**src/tone_pkg.sv**
```systemverilog
package tone_pkg;

  // Phase increment for one oscillator.
  typedef logic [15:0] freq_word_t;

  // One decoded serial frame.
  typedef struct packed {
    logic       high_byte;   // Byte-select bit of the frame.
    logic [7:0] data;
  } rx_byte_t;

  // Both oscillator words.
  typedef struct packed {
    freq_word_t freq0;
    freq_word_t freq1;
  } freq_pair_t;

  // Number of top phase bits that form one sawtooth value.
  localparam int SAW_WIDTH = 8;

  // Sum of two sawtooth values, one bit wider than each.
  typedef logic [SAW_WIDTH:0] sample_t;

endpackage

```
**src/freq_word_regs.sv**
```systemverilog
`timescale 1ns/1ns

module freq_word_regs (
  input  logic                 clk,
  input  logic                 rst,
  input  logic                 byte_valid,
  input  logic                 freq_sel,
  input  tone_pkg::rx_byte_t   rx_byte,
  output tone_pkg::freq_pair_t freq
);

  logic [1:0] dest;

  // Word select in the upper bit, byte half in the lower.
  assign dest = {freq_sel, rx_byte.high_byte};

  always_ff @(posedge clk or posedge rst) begin
    if (rst) begin
      freq <= '0;
    end else if (byte_valid) begin
      case (dest)
        2'b00: begin
          freq.freq0[7:0] <= rx_byte.data;
        end
        2'b01: begin
          freq.freq0[15:8] <= rx_byte.data;
        end
        2'b10: begin
          freq.freq1[7:0] <= rx_byte.data;
        end
        2'b11: begin
          freq.freq1[15:8] <= rx_byte.data;
        end
      endcase
    end
  end

endmodule

```
**src/phase_accum.sv**
```systemverilog
`timescale 1ns/1ns

module phase_accum #(
  parameter int PHASE_WIDTH = 16
) (
  input  logic                             clk,
  input  logic                             rst,
  input  logic                             step,
  input  tone_pkg::freq_word_t             freq,
  output logic [tone_pkg::SAW_WIDTH-1:0]   saw
);

  import tone_pkg::*;

  logic [PHASE_WIDTH-1:0] phase;
  logic [PHASE_WIDTH-1:0] incr;

  // The word is zero extended when the accumulator is wider than 16 bits.
  assign incr = PHASE_WIDTH'(freq);

  // Wraps modulo 2**PHASE_WIDTH.
  always_ff @(posedge clk or posedge rst) begin
    if (rst) begin
      phase <= '0;
    end else if (step) begin
      phase <= phase + incr;
    end
  end

  // The top bits of the phase form a rising ramp.
  assign saw = phase[PHASE_WIDTH-1 -: SAW_WIDTH];

endmodule

```
**src/tone_mixer.sv**
```systemverilog
`timescale 1ns/1ns

module tone_mixer #(
  parameter int PHASE_WIDTH = 16
) (
  input  logic                           clk,
  input  logic                           rst,
  input  logic                           sample_ready,
  input  logic [tone_pkg::SAW_WIDTH-1:0] saw0,
  input  logic [tone_pkg::SAW_WIDTH-1:0] saw1,
  output logic                           step,
  output logic                           sample_valid,
  output tone_pkg::sample_t              sample
);

  import tone_pkg::*;

  // Only as many saw bits carry meaning as the phase has.
  localparam int SAW_BITS = (SAW_WIDTH < PHASE_WIDTH) ? SAW_WIDTH : PHASE_WIDTH;

  logic    load;
  sample_t sum;

  assign sum = sample_t'(saw0[SAW_WIDTH-1 -: SAW_BITS]) +
               sample_t'(saw1[SAW_WIDTH-1 -: SAW_BITS]);

  // Register is empty or its sample leaves on this edge.
  assign load = !sample_valid || sample_ready;

  // Phases only move when a sample is taken, so back-pressure loses nothing.
  assign step = load;

  always_ff @(posedge clk or posedge rst) begin
    if (rst) begin
      sample_valid <= 1'b0;
    end else if (load) begin
      sample_valid <= 1'b1;
    end
  end

  always_ff @(posedge clk) begin
    if (load) begin
      sample <= sum;   // Holds while the consumer stalls.
    end
  end

endmodule

```
**src/tone_synth_top.sv**
```systemverilog
`timescale 1ns/1ns

module tone_synth_top #(
  parameter int CLKS_PER_BIT = 521,
  parameter int PHASE_WIDTH  = 16
) (
  input  logic              clk,
  input  logic              rst,
  input  logic              rx,
  input  logic              freq_sel,
  input  logic              sample_ready,
  output logic              sample_valid,
  output tone_pkg::sample_t sample
);

  import tone_pkg::*;

  logic                 byte_valid;
  rx_byte_t             rx_byte;
  freq_pair_t           freq;
  logic                 step;
  logic [SAW_WIDTH-1:0] saw0;
  logic [SAW_WIDTH-1:0] saw1;

  uart_frame_rx #(.CLKS_PER_BIT(CLKS_PER_BIT)) u_rx (
    .clk       (clk),
    .rst       (rst),
    .rx        (rx),
    .byte_valid(byte_valid),
    .rx_byte   (rx_byte)
  );

  freq_word_regs u_regs (
    .clk       (clk),
    .rst       (rst),
    .byte_valid(byte_valid),
    .freq_sel  (freq_sel),
    .rx_byte   (rx_byte),
    .freq      (freq)
  );

  phase_accum #(.PHASE_WIDTH(PHASE_WIDTH)) u_osc0 (
    .clk (clk),
    .rst (rst),
    .step(step),
    .freq(freq.freq0),
    .saw (saw0)
  );

  phase_accum #(.PHASE_WIDTH(PHASE_WIDTH)) u_osc1 (
    .clk (clk),
    .rst (rst),
    .step(step),
    .freq(freq.freq1),
    .saw (saw1)
  );

  tone_mixer #(.PHASE_WIDTH(PHASE_WIDTH)) u_mix (
    .clk         (clk),
    .rst         (rst),
    .sample_ready(sample_ready),
    .saw0        (saw0),
    .saw1        (saw1),
    .step        (step),
    .sample_valid(sample_valid),
    .sample      (sample)
  );

endmodule

```
**src/uart_frame_rx.sv**
```systemverilog
`timescale 1ns/1ns

module uart_frame_rx #(
  parameter int CLKS_PER_BIT = 521
) (
  input  logic               clk,
  input  logic               rst,
  input  logic               rx,
  output logic               byte_valid,
  output tone_pkg::rx_byte_t rx_byte
);

  localparam int CNT_W = $clog2(CLKS_PER_BIT + 1);
  localparam logic [CNT_W-1:0] HALF_BIT = CNT_W'((CLKS_PER_BIT - 1) / 2);
  localparam logic [CNT_W-1:0] FULL_BIT = CNT_W'(CLKS_PER_BIT - 1);

  typedef enum logic [2:0] {
    st_idle,
    st_start,
    st_select,
    st_data,
    st_stop
  } state_t;

  state_t           state;
  logic [CNT_W-1:0] cnt;
  logic [2:0]       idx;
  logic             rx_meta;
  logic             rx_sync;
  logic             sel_q;
  logic [7:0]       shift_q;
  logic             bit_tick;

  // The line idles high, so the synchronizer resets to 1.
  always_ff @(posedge clk or posedge rst) begin
    if (rst) begin
      rx_meta <= 1'b1;
      rx_sync <= 1'b1;
    end else begin
      rx_meta <= rx;
      rx_sync <= rx_meta;
    end
  end

  assign bit_tick = (cnt == FULL_BIT);   // Centre of the current bit.

  always_ff @(posedge clk or posedge rst) begin
    if (rst) begin
      state      <= st_idle;
      cnt        <= '0;
      idx        <= '0;
      byte_valid <= 1'b0;
    end else begin
      byte_valid <= 1'b0;
      case (state)
        st_idle: begin
          cnt <= '0;
          idx <= '0;
          if (!rx_sync) state <= st_start;
        end
        st_start: begin
          if (cnt == HALF_BIT) begin
            cnt   <= '0;
            state <= rx_sync ? st_idle : st_select;   // A high line here was a glitch.
          end else begin
            cnt <= cnt + 1'b1;
          end
        end
        st_select: begin
          cnt <= bit_tick ? '0 : cnt + 1'b1;
          if (bit_tick) state <= st_data;
        end
        st_data: begin
          cnt <= bit_tick ? '0 : cnt + 1'b1;
          if (bit_tick) begin
            idx <= idx + 1'b1;
            if (idx == 3'd7) state <= st_stop;
          end
        end
        st_stop: begin
          cnt <= bit_tick ? '0 : cnt + 1'b1;
          if (bit_tick) begin
            byte_valid <= rx_sync;   // Framing check.
            state      <= st_idle;
          end
        end
        default: state <= st_idle;
      endcase
    end
  end

  // Data arrives LSB first, so it shifts in from the top.
  always_ff @(posedge clk) begin
    if (bit_tick) begin
      if (state == st_select) sel_q <= rx_sync;
      if (state == st_data) shift_q <= {rx_sync, shift_q[7:1]};
      if (state == st_stop) begin
        rx_byte.high_byte <= sel_q;
        rx_byte.data      <= shift_q;
      end
    end
  end

endmodule

```
**config.mk**
```make
export PLATFORM = sky130hd
export DESIGN_NAME = tone_synth_top
export DESIGN_NICKNAME = d
export VERILOG_FILES = /design/src/tone_pkg.sv /design/src/freq_word_regs.sv /design/src/phase_accum.sv /design/src/tone_mixer.sv /design/src/tone_synth_top.sv /design/src/uart_frame_rx.sv
export SDC_FILE = /design/constraint.sdc
export NUM_CORES = 1
export LEC_CHECK = 0
export ABC_AREA = 1
export BUFFER_PORTS_ARGS = -buffer_cell sky130_fd_sc_hd__buf_4
export CAP_MARGIN = 5
export CORE_MARGIN = 2
export CORE_UTILIZATION = 55
export DETAILED_ROUTE_END_ITERATION = 8
export PLACE_DENSITY = 0.72
export SYNTH_ARGS = -nofsm -noshare
export SYNTH_HDL_FRONTEND = slang
export SYNTH_HIERARCHICAL = 1
export SYNTH_SLANG_ARGS = --single-unit
```
**constraint.sdc**
```tcl
create_clock -name clk -period 2 [get_ports clk]
set_input_delay 0.5 -clock clk [delete_from_list [all_inputs] [get_ports clk]]
set_output_delay 0.5 -clock clk [all_outputs]
set_load 0.005 [all_outputs]
```
==> flow_metrics.env <==
export IMPL_outcome="finished, final reports clean"
export IMPL_numPortBuffers=14
export IMPL_worst_hold_path_type="primary input to async pin"
export IMPL_post_synth_cell_area_avg_um2=7.91
export IMPL_gr_usage_all_layers_pct=21.8
export IMPL_proportion_of_power_drawn_by_combinational_gates_pct=3.9
export IMPL_ctsRootBufferMaster="sky130_fd_sc_hd__clkbuf_16"
export IMPL_globalRouteOverflowTotal=0
export IMPL_static_leakage_nw=4.15
export IMPL_critical_path_slowest_cell="sky130_fd_sc_hd__dfrtp_1"
export IMPL_seq_area_mm2=0.00292
export IMPL_startpoint_of_the_worst_setup_timing_path="u_regs/freq[16]$_DFFE_PP0P_"
export IMPL_cts_tree="built"
export IMPL_synth_top_area_share_pct=29.6
export IMPL_critPathCaptureType="flip-flop"
export IMPL_critPathMostFrequentCell="sky130_fd_sc_hd__nand2_1"
export IMPL_std_cell_rows=41
export IMPL_die_h_um=116
export IMPL_pre_cts_ws_ns=0.228
export IMPL_remaining_drc_errors=0
export IMPL_area_of_the_multi_input_gates_mm2=0.00337
export IMPL_internal_power_w=0.00342
export IMPL_post_dp_hpwl_mm=10.1
export IMPL_detail_route_wirelength_mm=13.7
export IMPL_insertedDiodeCount=0
export IMPL_async_sr_flop_fraction_pct=75.7
export IMPL_ant_nets=0
export IMPL_number_of_vias_after_detailed_routing=5447
export IMPL_post_synth_num_cell_types=46
export IMPL_rsz0062_at_grt="no"
export IMPL_max_vdd_ir_drop_mv=0.717
export IMPL_hold_buffers=0
export IMPL_syn_to_final_growth_pct=6.95
export IMPL_cap_violations=0
export IMPL_post_synth_top_count_cell="sky130_fd_sc_hd__nand2_1"
export IMPL_placed_area_mm2=0.00710
export IMPL_maximum_number_of_pins_on_one_net_before_global_route_repair=37
export IMPL_drt_iter0_drc=427
export IMPL_pin_count=15
export IMPL_share_seq_of_total_power_pct=53.8
export IMPL_cts_sink_count=111
export IMPL_synth_top_cell_by_area="sky130_fd_sc_hd__dfrtp_1"
export IMPL_worst_r2r_path_depth=9
export IMPL_timing_final_max_slew_violations=0
export IMPL_crit_path_end="u_osc0/phase[6]$_DFFE_PP0P_"
export IMPL_antenna_violations_before_repair=0
export IMPL_setup_worst_path_class="flip-flop to flip-flop"
export IMPL_clk_insertion_delay_late_ns=0.36
export IMPL_synth_yosys_warnings=6
export IMPL_hold_violations=0
export IMPL_syn_instance_count=876
export IMPL_timing_reg2reg_setup_slack_ns=0.23
export IMPL_grt_first_pass_wirelength_mm=22.9
export IMPL_finalInstanceArea_mm2=0.00741
export IMPL_fin_skew_ns=0.00883
export IMPL_power_switching_share_pct=21.9
export IMPL_timing_final_crit_share_pct=88.7
export IMPL_timing_rr_start="u_regs/freq[16]$_DFFE_PP0P_"
export IMPL_cts_setup_buffers=0
export IMPL_finalSetupViolations=0
export IMPL_die_area_mm2=0.0135
export IMPL_gp_routability_congestion=0.861
export IMPL_proportion_of_layout_cells_with_a_drive_suffix_above_1_pct=10.8
export IMPL_postSynthNetCount=926
export IMPL_initial_utilization_pct=55.6
export IMPL_die_x_um=116
export IMPL_finalCriticalPeriod_ns=1.77
export IMPL_arrival_ns=2.03
export IMPL_post_route_worst_setup_slack_ns=0.225
export IMPL_total_power_w=0.00438
export IMPL_cts_path_max_buffers=2
export IMPL_clk_pin_slew_worst_paths_ns=0.07
export IMPL_worst_pin_slew_ns=0.727
export IMPL_synthFlopType="sky130_fd_sc_hd__dfrtp_1"
export IMPL_htree_num_levels=3
export IMPL_cell_area_synth_mm2=0.00693
export IMPL_synth_top_cells_by_count="sky130_fd_sc_hd__nand2_1, sky130_fd_sc_hd__inv_1, sky130_fd_sc_hd__dfrtp_1"
export IMPL_clock_power_share_pct=42.3
export IMPL_synthesis_stage_register_bit_count=111
export IMPL_fmaxAchievable_ghz=0.563
export IMPL_post_synth_main_area_contributors="sky130_fd_sc_hd__dfrtp_1, sky130_fd_sc_hd__nand2_1, sky130_fd_sc_hd__edfxtp_1"
export IMPL_core_mm2=0.0125
export IMPL_first_pass_iters=5
export IMPL_power_per_cell_area_mw_per_mm2=591
export IMPL_cp_start_kind="flip-flop"
export IMPL_crit_reg2reg_capture="u_osc0/phase[6]$_DFFE_PP0P_"
export IMPL_setup_tns_ns=0
export IMPL_relSlewSlack_pct=51.5
export IMPL_crit_required_ns=2.25
export IMPL_synth_edf_count=27
export IMPL_first_global_vias=4778
export IMPL_synth_sequential_area_ratio_pct=42.1
export IMPL_cts_made_buffers=9
export IMPL_vias_per_cell=5.14
export IMPL_power_switching_w=0.000958
export IMPL_cts_repair_resized=0
export IMPL_crit_chain="ha_1, fa_1, nand2_1, nand2_1, nand3_1, nand2_1, or2_1, nand3_1, nand2_1"
export IMPL_critical_path_peak_fanout=4
export IMPL_crit_path_max_incr_delay_ns=0.39
export IMPL_nFillCells=1118
export IMPL_wl_per_cell_um=12.9
export IMPL_finalNetCount=932
worst min path at each step:
| stage | startpoint | end | depth (start not counted) |
|---|---|---|---|
| finish | rst | u_mix/sample_valid$_DFFE_PP0P_ | 2 |
| global placement | u_rx/rx_meta$_DFF_PP1_ | u_rx/rx_sync$_DFF_PP1_ | 0 |
| floorplan | rst | u_mix/sample_valid$_DFFE_PP0P_ | 1 |
| detailed placement | u_rx/rx_meta$_DFF_PP1_ | u_rx/rx_sync$_DFF_PP1_ | 0 |
| global route | rst | u_mix/sample_valid$_DFFE_PP0P_ | 2 |
| CTS | rst | u_mix/sample_valid$_DFFE_PP0P_ | 2 |
critical path, delay by kind of cell (launching register included):
| kind | cells | cell delay [ns] |
|---|---|---|
| flip-flops | 1 | 0.39 |
| AND/OR/NAND/NOR | 7 | 0.66 |
| adder cells (fa/ha/maj) | 2 | 0.61 |
routing by layer:
metal,track usage (%),share of wire (%),up-vias,routed length [um]
li1,-,-,2823,-
met1,30.4,49,2499,6720
met2,34.3,46,112,6280
met3,5.19,4.0,13,548
met4,6.27,1.1,0,152
met5,0,0,-,0
power groups by stage:
stage | sequential [W] | clock (W) | combinational, W
finish | 0.00235 | 0.00185 | 0.000172
global route | 0.00236 | 0.00200 | 0.000197
CTS | 0.00235 | 0.00191 | 0.000176
detailed placement | 0.00240 | 0 | 0.000174
global placement | 0.00240 | 0 | 0.000174
floorplan | 0.00240 | 0 | 0.000113
layout by cell type, fill, tap and decap left out, types with 3 or more instances in the layout:
cell type                   netlist  layout
sky130_fd_sc_hd__xor2_1           4       4
sky130_fd_sc_hd__buf_4           19      24
sky130_fd_sc_hd__fa_1             3       3
sky130_fd_sc_hd__nand3_2          3       3
sky130_fd_sc_hd__inv_2           11      11
sky130_fd_sc_hd__xnor2_1          8       8
sky130_fd_sc_hd__edfxtp_1        27      27
sky130_fd_sc_hd__nor3_1           5       5
sky130_fd_sc_hd__o21ai_1          6       6
sky130_fd_sc_hd__inv_1           98      98
sky130_fd_sc_hd__nand3_1         57      57
sky130_fd_sc_hd__nand2_1        329     329
sky130_fd_sc_hd__nand2_2         12      12
sky130_fd_sc_hd__clkbuf_16        0       9
sky130_fd_sc_hd__a21oi_1         20      20
sky130_fd_sc_hd__nand4_1         33      33
sky130_fd_sc_hd__o21ai_0         12      12
sky130_fd_sc_hd__o211ai_1         4       4
sky130_fd_sc_hd__dfrtp_1         82      82
sky130_fd_sc_hd__or2_1            8       8
sky130_fd_sc_hd__nor2_2           6       6
sky130_fd_sc_hd__nand3_4          4       4
sky130_fd_sc_hd__nand3b_1         7       7
sky130_fd_sc_hd__nor2_1          36      36
sky130_fd_sc_hd__nand2_4          6       6
sky130_fd_sc_hd__ha_1            42      42
cells by family after synthesis:
family,count (synthesis),share of synthesized area (%)
other,1,0.0541
AO/OA/AOI/OAI,44,3.52
buffers and inverters,141,9.37
adder cells (fa/ha/maj),45,8.45
XOR/XNOR,12,1.52
flip-flops,111,42.1
AND/OR/NAND/NOR,522,35.0
cell type report:
cell class              count  area share, %
multi-input cells         624           45.5
well taps                 172           2.90
flip-flops and latches    111           39.3
repair buffers             24           2.43
clock inverters             5          0.861
clock buffers              11           3.28
inverters                 112           5.71
flip-flops by register name (all words and copies together), names as in the netlist:
name	cells
u_osc1/phase	16
u_regs/freq	32
u_rx/sel_q	1
u_mix/sample_valid	1
u_mix/sample	9
u_rx/state	3
u_rx/cnt	10
u_osc0/phase	16
u_rx/rx_sync	1
u_rx/rx_byte	9
u_rx/shift_q	8
u_rx/rx_meta	1
u_rx/byte_valid	1
u_rx/idx	3
per-stage QoR:
| stage | hold slack, ns | util [%] | std cells |
|---|---|---|---|
| 6_report | 0.0176 | 59.5 | 1059 |
| 5_1_grt | 0.00853 | 59.5 | 1059 |
| 4_1_cts | 0.000853 | 59.5 | 1059 |
| 3_5_place_dp | 0.349 | 57.0 | 1043 |
| 3_3_place_gp | 0.346 | 57.0 | 1043 |
| 2_1_floorplan | 0.229 | - | 876 |
Power figures use the tool's default switching activity.
